### src/hw/color_gen_pkg.sv
`default_nettype none

package color_gen_pkg;

    // one colour channel or intensity value
    typedef logic [7:0] channel_t;
    // full multiplier product
    typedef logic [15:0] product_t;
    // command code on the mode input
    typedef logic [7:0] mode_t;
    // hue ramp segment number
    typedef logic [2:0] seg_t;

    // command codes
    localparam mode_t MODE_PASSTHROUGH = 8'h21;
    localparam mode_t MODE_GENERATE = 8'hA4;

    // hue ramp shape
    localparam channel_t HUE_STEP = 8'd7;
    localparam channel_t HUE_SEGMENT_LEN = 8'd42;
    localparam int HUE_SEGMENTS = 6;
    localparam channel_t CHANNEL_MAX = 8'hFF;

    // shift-add iterations, one per multiplier bit
    localparam int MULT_STEPS = 8;
    typedef logic [$clog2(MULT_STEPS)-1:0] step_t;

    typedef enum logic [1:0] {
        CTRL_IDLE,
        CTRL_WAIT,
        CTRL_MIX
    } ctrl_state_t;

    typedef enum logic {
        RAMP_IDLE,
        RAMP_RUN
    } ramp_state_t;

    typedef enum logic [1:0] {
        MIX_IDLE,
        MIX_RED,
        MIX_GREEN,
        MIX_BLUE
    } mix_state_t;

endpackage

`default_nettype wire

### src/hw/shift_add_mult.sv
`default_nettype none

module shift_add_mult
    import color_gen_pkg::*;
(
    input  logic     clk,
    input  logic     reset,
    input  logic     start,
    input  channel_t multiplicand,
    input  channel_t multiplier,
    output channel_t product_high,
    output logic     done
);

    logic     busy;
    step_t    step_cnt;
    product_t acc;
    product_t acc_next;
    product_t mcand_sh;
    channel_t mplier_sh;

    // add shifted multiplicand when current multiplier bit is set
    assign acc_next = mplier_sh[0] ? acc + mcand_sh : acc;

    always_ff @(posedge clk)
    begin
        if (!reset)
        begin
            busy <= 1'b0;
            done <= 1'b0;
        end
        else
        begin
            done <= 1'b0;
            // start while busy is dropped
            if (!busy && start)
                busy <= 1'b1;
            else if (busy && step_cnt == step_t'(MULT_STEPS - 1))
            begin
                busy <= 1'b0;
                done <= 1'b1;
            end
        end
    end

    always_ff @(posedge clk)
    begin
        if (!busy && start)
        begin
            // bit 0 is handled on the start edge itself
            acc <= multiplier[0] ? product_t'(multiplicand) : '0;
            mcand_sh <= product_t'(multiplicand) << 1;
            mplier_sh <= multiplier >> 1;
            step_cnt <= step_t'(1);
        end
        else if (busy)
        begin
            acc <= acc_next;
            mcand_sh <= mcand_sh << 1;
            mplier_sh <= mplier_sh >> 1;
            step_cnt <= step_cnt + 1'b1;
            // last bit, keep only the upper byte
            if (step_cnt == step_t'(MULT_STEPS - 1))
                product_high <= acc_next[15:8];
        end
    end

endmodule

`default_nettype wire

### src/hw/hue_ramp.sv
`default_nettype none

module hue_ramp
    import color_gen_pkg::*;
(
    input  logic     clk,
    input  logic     reset,
    input  logic     start,
    input  channel_t color_idx,
    output channel_t red,
    output channel_t green,
    output channel_t blue,
    output logic     done
);

    ramp_state_t state;
    channel_t    count;
    channel_t    target;
    channel_t    pos;
    seg_t        seg;
    logic        seg_wrap;

    // rising channel, clamps at full scale
    function automatic channel_t rise(input channel_t value);
        if (value > CHANNEL_MAX - HUE_STEP)
            return CHANNEL_MAX;
        return value + HUE_STEP;
    endfunction

    // falling channel, clamps at zero
    function automatic channel_t fall(input channel_t value);
        if (value < HUE_STEP)
            return '0;
        return value - HUE_STEP;
    endfunction

    // end of a segment, last one runs on to the top of the index range
    assign seg_wrap = (pos == HUE_SEGMENT_LEN - 8'd1) && (seg != seg_t'(HUE_SEGMENTS - 1));

    always_ff @(posedge clk)
    begin
        if (!reset)
        begin
            state <= RAMP_IDLE;
            done <= 1'b0;
        end
        else
        begin
            done <= 1'b0;
            case (state)
                RAMP_IDLE:
                begin
                    // index 0 is the initial colour, no stepping
                    if (start && color_idx == '0)
                        done <= 1'b1;
                    else if (start)
                        state <= RAMP_RUN;
                end
                RAMP_RUN:
                begin
                    // this step lands on the index
                    if (count + 8'd1 == target)
                    begin
                        done <= 1'b1;
                        state <= RAMP_IDLE;
                    end
                end
                default:
                    state <= RAMP_IDLE;
            endcase
        end
    end

    always_ff @(posedge clk)
    begin
        if (state == RAMP_IDLE && start)
        begin
            count <= '0;
            target <= color_idx;
            seg <= '0;
            pos <= '0;
            red <= CHANNEL_MAX;
            green <= '0;
            blue <= '0;
        end
        else if (state == RAMP_RUN)
        begin
            count <= count + 8'd1;
            if (seg_wrap)
            begin
                seg <= seg + 3'd1;
                pos <= '0;
                // fixed pair of the next segment, moving one holds
                case (seg + 3'd1)
                    3'd1:
                    begin
                        green <= '0;
                        blue <= CHANNEL_MAX;
                    end
                    3'd2:
                    begin
                        red <= '0;
                        blue <= CHANNEL_MAX;
                    end
                    3'd3:
                    begin
                        red <= '0;
                        green <= CHANNEL_MAX;
                    end
                    3'd4:
                    begin
                        green <= CHANNEL_MAX;
                        blue <= '0;
                    end
                    default:
                    begin
                        red <= CHANNEL_MAX;
                        blue <= '0;
                    end
                endcase
            end
            else
            begin
                pos <= pos + 8'd1;
                // moving channel of the current segment
                case (seg)
                    3'd0: blue <= rise(blue);
                    3'd1: red <= fall(red);
                    3'd2: green <= rise(green);
                    3'd3: blue <= fall(blue);
                    3'd4: red <= rise(red);
                    default: green <= fall(green);
                endcase
            end
        end
    end

endmodule

`default_nettype wire

### src/hw/white_scaler.sv
`default_nettype none

module white_scaler
    import color_gen_pkg::*;
(
    input  logic     clk,
    input  logic     reset,
    input  logic     start,
    input  channel_t lint,
    input  channel_t white_in,
    output channel_t white_scaled,
    output logic     done
);

    logic     busy;
    logic     mult_start;
    logic     mult_done;
    channel_t mult_high;

    // only launch from idle
    assign mult_start = start && !busy;

    shift_add_mult mult_inst (
        .clk          (clk),
        .reset        (reset),
        .start        (mult_start),
        .multiplicand (lint),
        .multiplier   (white_in),
        .product_high (mult_high),
        .done         (mult_done)
    );

    always_ff @(posedge clk)
    begin
        if (!reset)
        begin
            busy <= 1'b0;
            done <= 1'b0;
        end
        else
        begin
            done <= 1'b0;
            if (mult_start)
                busy <= 1'b1;
            else if (mult_done)
            begin
                busy <= 1'b0;
                done <= 1'b1;
            end
        end
    end

    // result held until the next frame
    always_ff @(posedge clk)
    begin
        if (mult_done)
            white_scaled <= mult_high;
    end

endmodule

`default_nettype wire

### src/hw/color_mixer.sv
`default_nettype none

module color_mixer
    import color_gen_pkg::*;
(
    input  logic     clk,
    input  logic     reset,
    input  logic     start,
    input  logic     pass_load,
    input  channel_t lint,
    input  channel_t white_level,
    input  channel_t hue_red,
    input  channel_t hue_green,
    input  channel_t hue_blue,
    input  channel_t white_scaled,
    input  channel_t red_in,
    input  channel_t green_in,
    input  channel_t blue_in,
    input  channel_t white_in,
    output channel_t red_out,
    output channel_t green_out,
    output channel_t blue_out,
    output channel_t white_out,
    output logic     done
);

    mix_state_t state;
    logic       mult_go;
    logic       mult_done;
    channel_t   mult_high;
    channel_t   mult_operand;
    channel_t   sum_red;
    channel_t   sum_green;
    channel_t   sum_blue;
    channel_t   scaled_red;
    channel_t   scaled_green;

    // 9-bit sum, carry out means clamp
    function automatic channel_t sat_add(input channel_t a, input channel_t b);
        logic [8:0] sum;
        sum = {1'b0, a} + {1'b0, b};
        return sum[8] ? CHANNEL_MAX : sum[7:0];
    endfunction

    // one shared multiplier, operand follows the channel in flight
    always_comb
    begin
        case (state)
            MIX_GREEN: mult_operand = sum_green;
            MIX_BLUE: mult_operand = sum_blue;
            default: mult_operand = sum_red;
        endcase
    end

    shift_add_mult mult_inst (
        .clk          (clk),
        .reset        (reset),
        .start        (mult_go),
        .multiplicand (lint),
        .multiplier   (mult_operand),
        .product_high (mult_high),
        .done         (mult_done)
    );

    always_ff @(posedge clk)
    begin
        if (!reset)
        begin
            state <= MIX_IDLE;
            mult_go <= 1'b0;
            done <= 1'b0;
            red_out <= '0;
            green_out <= '0;
            blue_out <= '0;
            white_out <= '0;
        end
        else
        begin
            mult_go <= 1'b0;
            done <= 1'b0;
            case (state)
                MIX_IDLE:
                begin
                    if (start)
                    begin
                        state <= MIX_RED;
                        mult_go <= 1'b1;
                    end
                    else if (pass_load)
                    begin
                        // raw copy, no scaling
                        red_out <= red_in;
                        green_out <= green_in;
                        blue_out <= blue_in;
                        white_out <= white_in;
                    end
                end
                MIX_RED:
                begin
                    if (mult_done)
                    begin
                        state <= MIX_GREEN;
                        mult_go <= 1'b1;
                    end
                end
                MIX_GREEN:
                begin
                    if (mult_done)
                    begin
                        state <= MIX_BLUE;
                        mult_go <= 1'b1;
                    end
                end
                MIX_BLUE:
                begin
                    // blue is taken straight off the multiplier
                    if (mult_done)
                    begin
                        red_out <= scaled_red;
                        green_out <= scaled_green;
                        blue_out <= mult_high;
                        white_out <= white_scaled;
                        done <= 1'b1;
                        state <= MIX_IDLE;
                    end
                end
                default:
                    state <= MIX_IDLE;
            endcase
        end
    end

    always_ff @(posedge clk)
    begin
        // white added on the start edge
        if (state == MIX_IDLE && start)
        begin
            sum_red <= sat_add(hue_red, white_level);
            sum_green <= sat_add(hue_green, white_level);
            sum_blue <= sat_add(hue_blue, white_level);
        end
        if (mult_done && state == MIX_RED)
            scaled_red <= mult_high;
        if (mult_done && state == MIX_GREEN)
            scaled_green <= mult_high;
    end

endmodule

`default_nettype wire

### src/hw/frame_ctrl.sv
`default_nettype none

module frame_ctrl
    import color_gen_pkg::*;
(
    input  logic     clk,
    input  logic     reset,
    input  mode_t    mode,
    input  channel_t lint,
    input  channel_t color_idx,
    input  channel_t white_in,
    output channel_t frame_lint,
    output channel_t frame_idx,
    output channel_t frame_white,
    output logic     ramp_start,
    output logic     white_start,
    output logic     mix_start,
    output logic     pass_load,
    input  logic     ramp_done,
    input  logic     white_done,
    input  logic     mix_done,
    output logic     frame_done
);

    ctrl_state_t state;
    mode_t       mode_q;
    logic        ramp_seen;
    logic        white_seen;
    logic        both_done;

    // done pulses may come in either order
    assign both_done = (ramp_seen || ramp_done) && (white_seen || white_done);

    // passthrough load every idle cycle while the mode holds
    assign pass_load = (state == CTRL_IDLE) && (mode_q == MODE_PASSTHROUGH);

    // end of frame is the mixer's done
    assign frame_done = mix_done;

    always_ff @(posedge clk)
    begin
        if (!reset)
        begin
            state <= CTRL_IDLE;
            mode_q <= '0;
            ramp_start <= 1'b0;
            white_start <= 1'b0;
            mix_start <= 1'b0;
            ramp_seen <= 1'b0;
            white_seen <= 1'b0;
        end
        else
        begin
            mode_q <= mode;
            ramp_start <= 1'b0;
            white_start <= 1'b0;
            mix_start <= 1'b0;
            case (state)
                CTRL_IDLE:
                begin
                    // unknown codes leave the FSM idle
                    if (mode_q == MODE_GENERATE)
                    begin
                        ramp_start <= 1'b1;
                        white_start <= 1'b1;
                        ramp_seen <= 1'b0;
                        white_seen <= 1'b0;
                        state <= CTRL_WAIT;
                    end
                end
                CTRL_WAIT:
                begin
                    ramp_seen <= ramp_seen || ramp_done;
                    white_seen <= white_seen || white_done;
                    if (both_done)
                    begin
                        mix_start <= 1'b1;
                        state <= CTRL_MIX;
                    end
                end
                CTRL_MIX:
                begin
                    if (mix_done)
                        state <= CTRL_IDLE;
                end
                default:
                    state <= CTRL_IDLE;
            endcase
        end
    end

    // frame inputs frozen for the whole frame
    always_ff @(posedge clk)
    begin
        if (state == CTRL_IDLE && mode_q == MODE_GENERATE)
        begin
            frame_lint <= lint;
            frame_idx <= color_idx;
            frame_white <= white_in;
        end
    end

endmodule

`default_nettype wire

### src/hw/color_gen_top.sv
`default_nettype none

module color_gen_top
    import color_gen_pkg::*;
(
    input  logic     clk,
    input  logic     reset,
    input  mode_t    mode,
    input  channel_t lint,
    input  channel_t color_idx,
    input  channel_t white_in,
    input  channel_t red_in,
    input  channel_t green_in,
    input  channel_t blue_in,
    output channel_t red_out,
    output channel_t green_out,
    output channel_t blue_out,
    output channel_t white_out,
    output logic     frame_done
);

    // frame registers
    channel_t frame_lint;
    channel_t frame_idx;
    channel_t frame_white;

    // unit handshakes
    logic ramp_start;
    logic white_start;
    logic mix_start;
    logic pass_load;
    logic ramp_done;
    logic white_done;
    logic mix_done;

    // unit results
    channel_t hue_red;
    channel_t hue_green;
    channel_t hue_blue;
    channel_t white_scaled;

    frame_ctrl frame_ctrl_inst (
        .clk         (clk),
        .reset       (reset),
        .mode        (mode),
        .lint        (lint),
        .color_idx   (color_idx),
        .white_in    (white_in),
        .frame_lint  (frame_lint),
        .frame_idx   (frame_idx),
        .frame_white (frame_white),
        .ramp_start  (ramp_start),
        .white_start (white_start),
        .mix_start   (mix_start),
        .pass_load   (pass_load),
        .ramp_done   (ramp_done),
        .white_done  (white_done),
        .mix_done    (mix_done),
        .frame_done  (frame_done)
    );

    // ramp and white scaling run side by side
    hue_ramp hue_ramp_inst (
        .clk       (clk),
        .reset     (reset),
        .start     (ramp_start),
        .color_idx (frame_idx),
        .red       (hue_red),
        .green     (hue_green),
        .blue      (hue_blue),
        .done      (ramp_done)
    );

    white_scaler white_scaler_inst (
        .clk          (clk),
        .reset        (reset),
        .start        (white_start),
        .lint         (frame_lint),
        .white_in     (frame_white),
        .white_scaled (white_scaled),
        .done         (white_done)
    );

    color_mixer color_mixer_inst (
        .clk          (clk),
        .reset        (reset),
        .start        (mix_start),
        .pass_load    (pass_load),
        .lint         (frame_lint),
        .white_level  (frame_white),
        .hue_red      (hue_red),
        .hue_green    (hue_green),
        .hue_blue     (hue_blue),
        .white_scaled (white_scaled),
        .red_in       (red_in),
        .green_in     (green_in),
        .blue_in      (blue_in),
        .white_in     (white_in),
        .red_out      (red_out),
        .green_out    (green_out),
        .blue_out     (blue_out),
        .white_out    (white_out),
        .done         (mix_done)
    );

endmodule

`default_nettype wire

### config.mk
export PLATFORM = sky130hd
export DESIGN_NAME = color_gen_top
export DESIGN_NICKNAME = d
export VERILOG_FILES = /design/src/hw/color_gen_pkg.sv /design/src/hw/shift_add_mult.sv /design/src/hw/hue_ramp.sv /design/src/hw/white_scaler.sv /design/src/hw/color_mixer.sv /design/src/hw/frame_ctrl.sv /design/src/hw/color_gen_top.sv
export SDC_FILE = /design/constraint.sdc
export NUM_CORES = 1
export LEC_CHECK = 0
export BUFFER_PORTS_ARGS = -buffer_cell sky130_fd_sc_hd__buf_2
export CORE_UTILIZATION = 55
export CTS_CLUSTER_SIZE = 12
export DETAILED_ROUTE_END_ITERATION = 6
export PLACE_DENSITY = 0.7
export SKIP_CTS_REPAIR_TIMING = 1
export SLEW_MARGIN = 20
export SYNTH_ARGS = -nofsm -noshare
export SYNTH_HDL_FRONTEND = slang
export SYNTH_HIERARCHICAL = 1
export SYNTH_SLANG_ARGS = --single-unit
### constraint.sdc
create_clock -name clk -period 8.1 [get_ports clk]
set_input_delay 0.81 -clock clk [delete_from_list [all_inputs] [get_ports clk]]
set_output_delay 0.81 -clock clk [all_outputs]
set_load 0.02 [all_outputs]
==> impl_metrics.tcl, run 1 <==
set metrics [dict create \
    status "complete, no violations" \
    grt_first_pass_wirelength_microns 55300 \
    yosys.cell_types.count 103 \
    fin_ws_ps 5010 \
    layout-drive-gt1-share_pct 14.0 \
    drt-initial-drc-count 887 \
    io-pin-count 91 \
    r2r-end "hue_ramp_inst/blue[3]" \
    fin_util_pct 62.1 \
    wl_per_cell_microns 18.4 \
    ys_top_cells_by_area "edfxtp_1 (31%), dfxtp_1 (16%), ha_1 (6.4%)" \
    fin_crit_sh_pct 38.2 \
    leakagePower_nw 6.96 \
    postLayoutCellArea_sq_mm 0.0168 \
    end_kind "register" \
    ant_nets 0 \
    max_freq_mhz 323 \
    postRouteWirelength_microns 34600 \
    antenna_found_initial 0 \
    synth_nets 1605 \
    clock_path_buffers 3 \
    fp.dieH_microns 168 \
    synth_top_area_cell "edfxtp_1" \
    core_area_sq_mm 0.0270 \
    critical_path_required_ps 8590 \
    synth_top_area_share_pct 30.8 \
    setup_viol 0 \
    worst-path-max-fanout 20 \
    grt.busiest_layer "met2" \
    syn_area_per_cell_sq_um 10.4 \
    syn_area_sq_mm 0.0152 \
    max-slew-margin-rel_pct 25.3 \
    path_class "reg2reg" \
    min_from "lint[0]" \
    grtUsageMet2_pct 41.1 \
    clk_latency_ps 570 \
    synth_seq_cells 277 \
    skew_ps 21.7 \
    stdcell_count 1887 \
    hold_depth 1 \
    diodes 0 \
    ir_drop_uv 186 \
    synthFlopType "edfxtp_1" \
    fin_crit_ps 3090 \
    cts_tree "done" \
    port_buffers 90 \
    netlist_instances 1464 \
    clock-sinks 277 \
    rsz0062_at_grt "false" \
    dieArea_sq_mm 0.0283 \
    synth_warnings 6 \
    hold_path.class "in2reg" \
    pre_cts_ws_ps 5060 \
    synth_edf_count 156 \
    vias 11474 \
    slew_viol_final 0 \
    die_width_microns 168 \
    finalNetCount 1664 \
    fin_hold_ws_ps 409 \
    via_per_inst 6.08 \
    h-tree-depth 1 \
    drc 0 \
    hold_viol 0 \
    reg2regPathDepth 6 \
    power_mw 3.46 \
    power_density_mw_per_mm2 206 \
    r2r_start "hue_ramp_inst/state" \
    start_util_pct 56.3 \
    cts_root_buffer "clkbuf_16" \
    grtUsageTotal_pct 24.1 \
    place_hpwl_microns 23800 \
    drv_cap 0 \
    firstDrtPassIters 5 \
    holdPathEnd "frame_ctrl_inst/frame_lint[0]" \
    first_global_vias 10865 \
    ys_seq_area_share_pct 46.7 \
    worstPathArrival_ps 3580 \
    reg2reg_slack_ps 5010 \
    dp_cells 1832 \
    synth-async-reset-ratio_pct 0 \
    grt_max_degree 65 \
    grt_overflow 0 \
    num_rows 60 \
    clkTransAtPathRegs_ps 60 \
    area_growth_pct 10.3 \
    use_met3_pct 3.01 \
    finalSetupTns_ps 0 \
    cts_buffers 30 \
    worstSetupStartpointType "register" \
    gp_congestion 0.869 \
    worst-slew-pin-transition_ps 1110 \
    met1_usage_pct 33.0 \
    placed_area_sq_mm 0.0158 \
]
-- cell usage after synthesis, drive strengths merged (21+ instances only) --
cell type,count
nor3,31
and3,21
xor2,25
nand2,189
edfxtp,156
and2,22
dfxtp,121
a21oi,68
ha,78
clkbuf,42
o21ai,78
buf,27
nand2b,37
o211a,41
nor2,54
nand3,57
inv,42
a21o,24
xnor2,21
mux2i,45
nor2b,21
-- logic make-up (layout without fill, tap and decap cells) --
kind of cell,Yosys count,after routing,share of synthesized area [%]
XOR/XNOR,51,51,3.39
AND/OR/NAND/NOR,509,509,17.3
multiplexers,63,63,4.29
adder cells (fa/ha/maj),83,83,7.07
flip-flops,277,277,46.7
AO/OA/AOI/OAI,369,369,17.7
buffers and inverters,112,194,3.54
-- layout make-up --
class / instances / area (sq um)
Fill cell: 2228 / 10200
Multi-Input combinational cell: 1075 / 7580
Sequential cell: 277 / 7110
Clock buffer: 45 / 857
Timing Repair Buffer: 96 / 495
Tap cell: 341 / 427
Inverter: 43 / 161
Clock inverter: 10 / 153
-- sequential cells by signal (all words and copies together), names as in the netlist, 15 cells and up --
name	flops
color_mixer_inst/mult_inst/acc	15
color_mixer_inst/mult_inst/mcand_sh	15
white_scaler_inst/mult_inst/acc	15
white_scaler_inst/mult_inst/mcand_sh	15
-- layout by cell type, fill, tap and decap left out, types with 20 or more instances in the layout --
| cell | Yosys | layout |
|---|---|---|
| ha_1 | 78 | 77 |
| xor2_1 | 25 | 25 |
| nand3_1 | 56 | 56 |
| edfxtp_1 | 156 | 156 |
| dfxtp_1 | 121 | 121 |
| a21o_1 | 21 | 21 |
| nor2_1 | 53 | 53 |
| nand2b_1 | 37 | 37 |
| nor3_1 | 30 | 30 |
| o211a_1 | 41 | 41 |
| buf_2 | 17 | 90 |
| a21oi_1 | 64 | 64 |
| and3_1 | 20 | 20 |
| xnor2_1 | 21 | 21 |
| o21ai_0 | 75 | 75 |
| clkbuf_16 | 0 | 30 |
| mux2i_1 | 45 | 45 |
| nand2_1 | 188 | 188 |
| and2_1 | 22 | 21 |
| inv_1 | 42 | 41 |
-- routing by layer --
metal	vias up	routed length, microns	share of wire (%)
met1	5521	16000	46
li1	5576	-	-
met2	338	16300	47
met5	-	0	0
met4	0	433	1.2
met3	39	1890	5.5
-- report_power, final --
group	total [mW]	switching [mW]	internal (mW)
logic	0.447	0.262	0.185
clock network	1.39	0.561	0.826
registers	1.62	0.0702	1.55
-- critical path, stage by stage, from the launching register on --
cell	delay, ps
dfxtp_1	820
clkinv_1	670
nand2_1	650
inv_1	390
a21oi_1	220
nand2_1	90
o22ai_1	180
-- how the worst max path moves through the flow --
stage | startpoint | endpoint | depth (start not counted)
4_1_cts | hue_ramp_inst/state | hue_ramp_inst/green[7] | 6
3_5_place_dp | hue_ramp_inst/state | hue_ramp_inst/green[7] | 6
3_3_place_gp | color_mixer_inst/mult_inst/mcand_sh[1] | color_mixer_inst/mult_inst/acc[15] | 8
2_1_floorplan | color_mixer_inst/mult_inst/mcand_sh[1] | color_mixer_inst/mult_inst/acc[15] | 8
5_1_grt | hue_ramp_inst/state | hue_ramp_inst/green[7] | 6
6_report | hue_ramp_inst/state | hue_ramp_inst/blue[3] | 6
No activity file was read; power rests on OpenSTA's default activity.
==> run 2: changes to the inputs <==
- clock period: 8.1 -> 3.08 ns (I/O delays scaled with it)
==> run 2 against run 1 <==
Against the previous run:
- combinational power grew to 2.7 times the previous value
- sequential power grew to 2.6 times the previous value
- worst hold slack lost 320 ps
- utilization grew 2.0 points
- clock power grew to 2.8 times the previous value
- maximum frequency grew 6.6%
- critical path depth grew 2
- clock-buffer cell count grew 4
- critical endpoint is now color_mixer_inst/mult_inst/acc[15]
- highest routed layer unchanged
- register-to-register slack lost 4800 ps
- first-iteration DRC count shrank 1.2%
- via count grew 1.2%
- total power grew to 2.7 times the previous value
==> impl_metrics.tcl, run 2 (synthesized netlist as in run 1, its figures left out) <==
set metrics [dict create \
    dieArea_sq_mm 0.0283 \
    finalNetCount 1714 \
    multiInputGateArea_sq_mm 0.00758 \
    path_cells "ha_1, fa_1, a211oi_2, o21ai_0, a311oi_1, or3_1, mux2i_1, mux2_2" \
    fill_cells 2228 \
    drv_cap 0 \
    clockPowerShare_pct 41.1 \
    rsz0062_at_grt "false" \
    hold_viol 0 \
    combinationalPowerShare_pct 13.1 \
    io-pin-count 91 \
    slowest_stage "fa_1" \
    antenna_found_initial 0 \
    clock_path_buffers 3 \
    final_cell_mix "nand2_1 (188), edfxtp_1 (156), dfxtp_1 (121), buf_2 (90), ha_1 (77)" \
    regArea_sq_mm 0.00711 \
    worstPathArrival_ps 3210 \
    firstDrtPassIters 5 \
    power_mw 9.33 \
    critical_path_required_ps 3390 \
    fp.dieH_microns 168 \
    fin_util_pct 64.1 \
    cts_tree "done" \
    status "complete, no violations" \
    path_delay_family "adder cells" \
    layout-drive-gt1-share_pct 15.1 \
    grt_overflow 0 \
    met1Wirelength_microns 16000 \
    wl_per_cell_microns 18.0 \
    power.internal_mw 6.96 \
    postRouteWirelength_microns 34900 \
    area_growth_pct 13.8 \
    swShare_pct 25.4 \
    core_area_sq_mm 0.0270 \
    worstSetupStartpointType "register" \
    gp_congestion 0.902 \
    worst-slew-pin-transition_ps 826 \
    fin_crit_sh_pct 94.2 \
    ir_drop_uv 408 \
    place_hpwl_microns 24000 \
    cts_root_buffer "clkbuf_16" \
    fin_ws_ps 180 \
    grt_first_pass_wirelength_microns 55800 \
    cp_num_buf_inv 0 \
    diodes 0 \
    p_sw_mw 2.37 \
    clk_latency_ps 560 \
    end_kind "register" \
    num_rows 60 \
    grtUsageTotal_pct 24.2 \
    clock-sinks 277 \
    hold_path.class "in2reg" \
    first_global_vias 10933 \
    postLayoutCellArea_sq_mm 0.0173 \
    setup_viol 0 \
    pre_cts_ws_ps 165 \
    drc 0 \
    drt-initial-drc-count 876 \
    die_width_microns 168 \
    ant_nets 0 \
    worst-path-max-fanout 3 \
    top_layer_used "met4" \
    final_common_cell "nand2_1" \
    skew_ps 9.06 \
    pwr-share-seq_pct 45.8 \
    h-tree-depth 1 \
    fin_crit_ps 2900 \
    start_util_pct 56.3 \
    slew_viol_final 0 \
    power_density_mw_per_mm2 539 \
    cts_buffers 31 \
    max-slew-margin-rel_pct 44.7 \
    via_per_inst 5.99 \
    routed-wl-met3_microns 2080 \
    path_class "reg2reg" \
    leakagePower_nw 7.24 \
    placed_area_sq_mm 0.0159 \
    slowest_delay_ps 490 \
    vias 11615 \
    max_freq_mhz 345 \
    port_buffers 90 \
    clkTransAtPathRegs_ps 60 \
    wl_met2_microns 16100 \
    finalSetupTns_ps 0 \
    grt_max_degree 47 \
]
==> run 2: cell count changes in the layout (fill, tap and decap cells not counted), moves of 2 or more <==
cell,change
dlygate4sd3_1,+32
clkinv_1,-2
clkbuf_8,+5
clkbuf_16,+3
clkbuf_1,-4
buf_4,+16
==> run 2: worst min-delay path: stages <==
cell and delay, ps:
buf_2 70, mux2i_1 50, nand2_1 60, o211a_1 130
==> run 2: worst paths after layout <==
| path | start | to | slack, ps | depth (start not counted) |
|---|---|---|---|---|
| worst min register to register | white_scaler_inst/mult_inst/product_high[2] | white_scaler_inst/white_scaled[2] | 420 | 0 |
| worst max register to register | color_mixer_inst/mult_inst/mcand_sh[1] | color_mixer_inst/mult_inst/acc[15] | 180 | 8 |
| worst min-delay path | red_in[6] | color_mixer_inst/red_out[6] | 90 | 4 |
| worst max-delay path | color_mixer_inst/mult_inst/mcand_sh[1] | color_mixer_inst/mult_inst/acc[15] | 180 | 8 |
==> run 2: through the flow <==
stage	hold slack, ps	std cells
6_report	92.2	1939
5_1_grt	98.2	1939
2_1_floorplan	400	1464
4_1_cts	-98.8	1907
3_3_place_gp	402	1849
3_5_place_dp	405	1849
==> run 2: power by group through the flow <==
stage	logic, mW	registers [mW]	clock network (mW)
global route	1.34	4.30	4.05
finish	1.22	4.27	3.84
global placement	1.15	4.34	0
detailed placement	1.18	4.35	0
floorplan	0.716	4.45	0
CTS	1.19	4.27	3.92
==> run 2: layout make-up <==
type,instances,area share (%)
multi-input combinational,1075,43.8
sequential,277,41.0
clock buffer,49,5.69
timing repair buffer,145,5.52
tap,341,2.46
inverter,43,0.932
clock inverter,9,0.585
==> run 2: routing by layer <==
layer	global-route usage [%]	vias up
li1	-	5683
met1	33.9	5516
met2	39.7	352
met3	3.27	64
met4	5.73	0
met5	0	-
==> run 3: changes to the inputs <==
- CORE_ASPECT_RATIO: not set -> 0.75
==> run 3 against run 2 <==
Against the previous run:
- non-clock buffer count is the same
- cell area decreased by 1.1%
- worst setup slack worse by 4.2 ps
- die area about the same
- register-to-register slack about the same
- critical path type unchanged
- largest cell class unchanged
==> impl_metrics.tcl, run 3 (synthesized netlist as in run 1, its figures left out) <==
set metrics [dict create \
    rsz0062_at_grt "false" \
    cts_root_buffer "clkbuf_16" \
    final_common_cell "nand2_1" \
    drc 0 \
    fp.dieH_microns 146 \
    antenna_found_initial 1 \
    core_area_sq_mm 0.0271 \
    critical_path_required_ps 3400 \
    fin_crit_ps 2900 \
    first_global_vias 10865 \
    dieArea_sq_mm 0.0283 \
    leakagePower_nw 7.14 \
    wl_per_cell_microns 18.6 \
    max_freq_mhz 344 \
    clock_path_buffers 3 \
    multiInputGateArea_sq_mm 0.00758 \
    power_mw 8.81 \
    max-slew-margin-rel_pct 47.4 \
    num_rows 52 \
    grt.busiest_layer "met1" \
    path_class "reg2reg" \
    drt-initial-drc-count 906 \
    setup_viol 0 \
    worstSetupStartpointType "register" \
    fin_ws_ps 175 \
    power_density_mw_per_mm2 514 \
    firstDrtPassIters 5 \
    grt_max_degree 65 \
    io-pin-count 91 \
    final_cell_mix "nand2_1 (188), edfxtp_1 (156), dfxtp_1 (121), buf_2 (90), ha_1 (77)" \
    cts_tree "done" \
    cts_buffers 29 \
    postRouteWirelength_microns 36100 \
    drv_cap 0 \
    start_util_pct 56.2 \
    area_growth_pct 12.6 \
    met1_usage_pct 39.0 \
    use_met3_pct 3.77 \
    place_hpwl_microns 25100 \
    finalSetupTns_ps 0 \
    hold_path.class "in2reg" \
    regArea_sq_mm 0.00711 \
    clock-sinks 277 \
    die_width_microns 194 \
    ant_nets 0 \
    worst-path-max-fanout 3 \
    skew_ps 26.9 \
    hold_viol 0 \
    hold_depth 4 \
    worstPathArrival_ps 3220 \
    pre_cts_ws_ps 98.9 \
    fin_crit_sh_pct 94.3 \
    grt_first_pass_wirelength_microns 57600 \
    via_per_inst 6.04 \
    grtUsageMet2_pct 37.1 \
    slew_viol_final 0 \
    end_kind "register" \
    clk_latency_ps 570 \
    worst-slew-pin-transition_ps 787 \
    placed_area_sq_mm 0.0159 \
    h-tree-depth 1 \
    vias 11733 \
    reg2regPathDepth 8 \
    status "complete, no violations" \
    fill_cells 2161 \
    grtUsageTotal_pct 25.2 \
    grt_overflow 0 \
    layout-drive-gt1-share_pct 14.4 \
    postLayoutCellArea_sq_mm 0.0171 \
    gp_congestion 0.946 \
    clkTransAtPathRegs_ps 60 \
    finalNetCount 1712 \
    ir_drop_uv 424 \
    port_buffers 90 \
]
## run 3: changes by cell type in the layout (fill, tap and decap cells not counted), sizes merged
| cell | change |
|---|---|
| clkbuf | -3 |
| diode | +1 |
| bufinv | -2 |
| clkinvlp | -1 |
## run 3: metal layers
metal / up-vias / part of all wire (%)
met5: - / 0
met1: 5594 / 49
li1: 5675 / -
met4: 0 / 1.7
met2: 416 / 42
met3: 48 / 7.3
## run 3: layout make-up
class | instances | area share (%)
antenna | 1 | 0.0146
clock buffer | 46 | 4.96
clock inverter | 6 | 0.226
inverter | 43 | 0.942
multi-input combinational | 1075 | 44.2
sequential | 277 | 41.5
tap | 351 | 2.56
timing repair buffer | 145 | 5.58
## run 3: power by group
part	leakage, nW	internal, mW	total [mW]	switching, mW
combinational	4.32	0.516	1.22	0.699
sequential	2.39	4.09	4.28	0.189
clock	0.437	1.89	3.31	1.42
## run 3: worst paths after layout
check,start,to,slack (ps)
setup / recovery,color_mixer_inst/mult_inst/mcand_sh[1],color_mixer_inst/mult_inst/acc[15],180
hold / removal,red_in[4],color_mixer_inst/red_out[4],90
setup reg to reg,color_mixer_inst/mult_inst/mcand_sh[1],color_mixer_inst/mult_inst/acc[15],180
hold reg to reg,white_scaler_inst/mult_inst/product_high[0],white_scaler_inst/white_scaled[0],420
## run 3: through the flow
stage,utilization (%),hold slack (ps),std cells
6_report,63.3,92.9,1944
5_1_grt,63.3,84.0,1943
4_1_cts,62.1,-114,1911
3_5_place_dp,58.8,409,1859
3_3_place_gp,58.8,406,1859
2_1_floorplan,-,400,1464
## run 3: critical path, cell delays in order (launching register included)
cell and delay [ps]:
edfxtp_1 390, ha_1 260, fa_1 500, a211oi_2 270
o21ai_0 170, a311oi_1 300, or3_1 170, mux2i_1 240
mux2_2 350
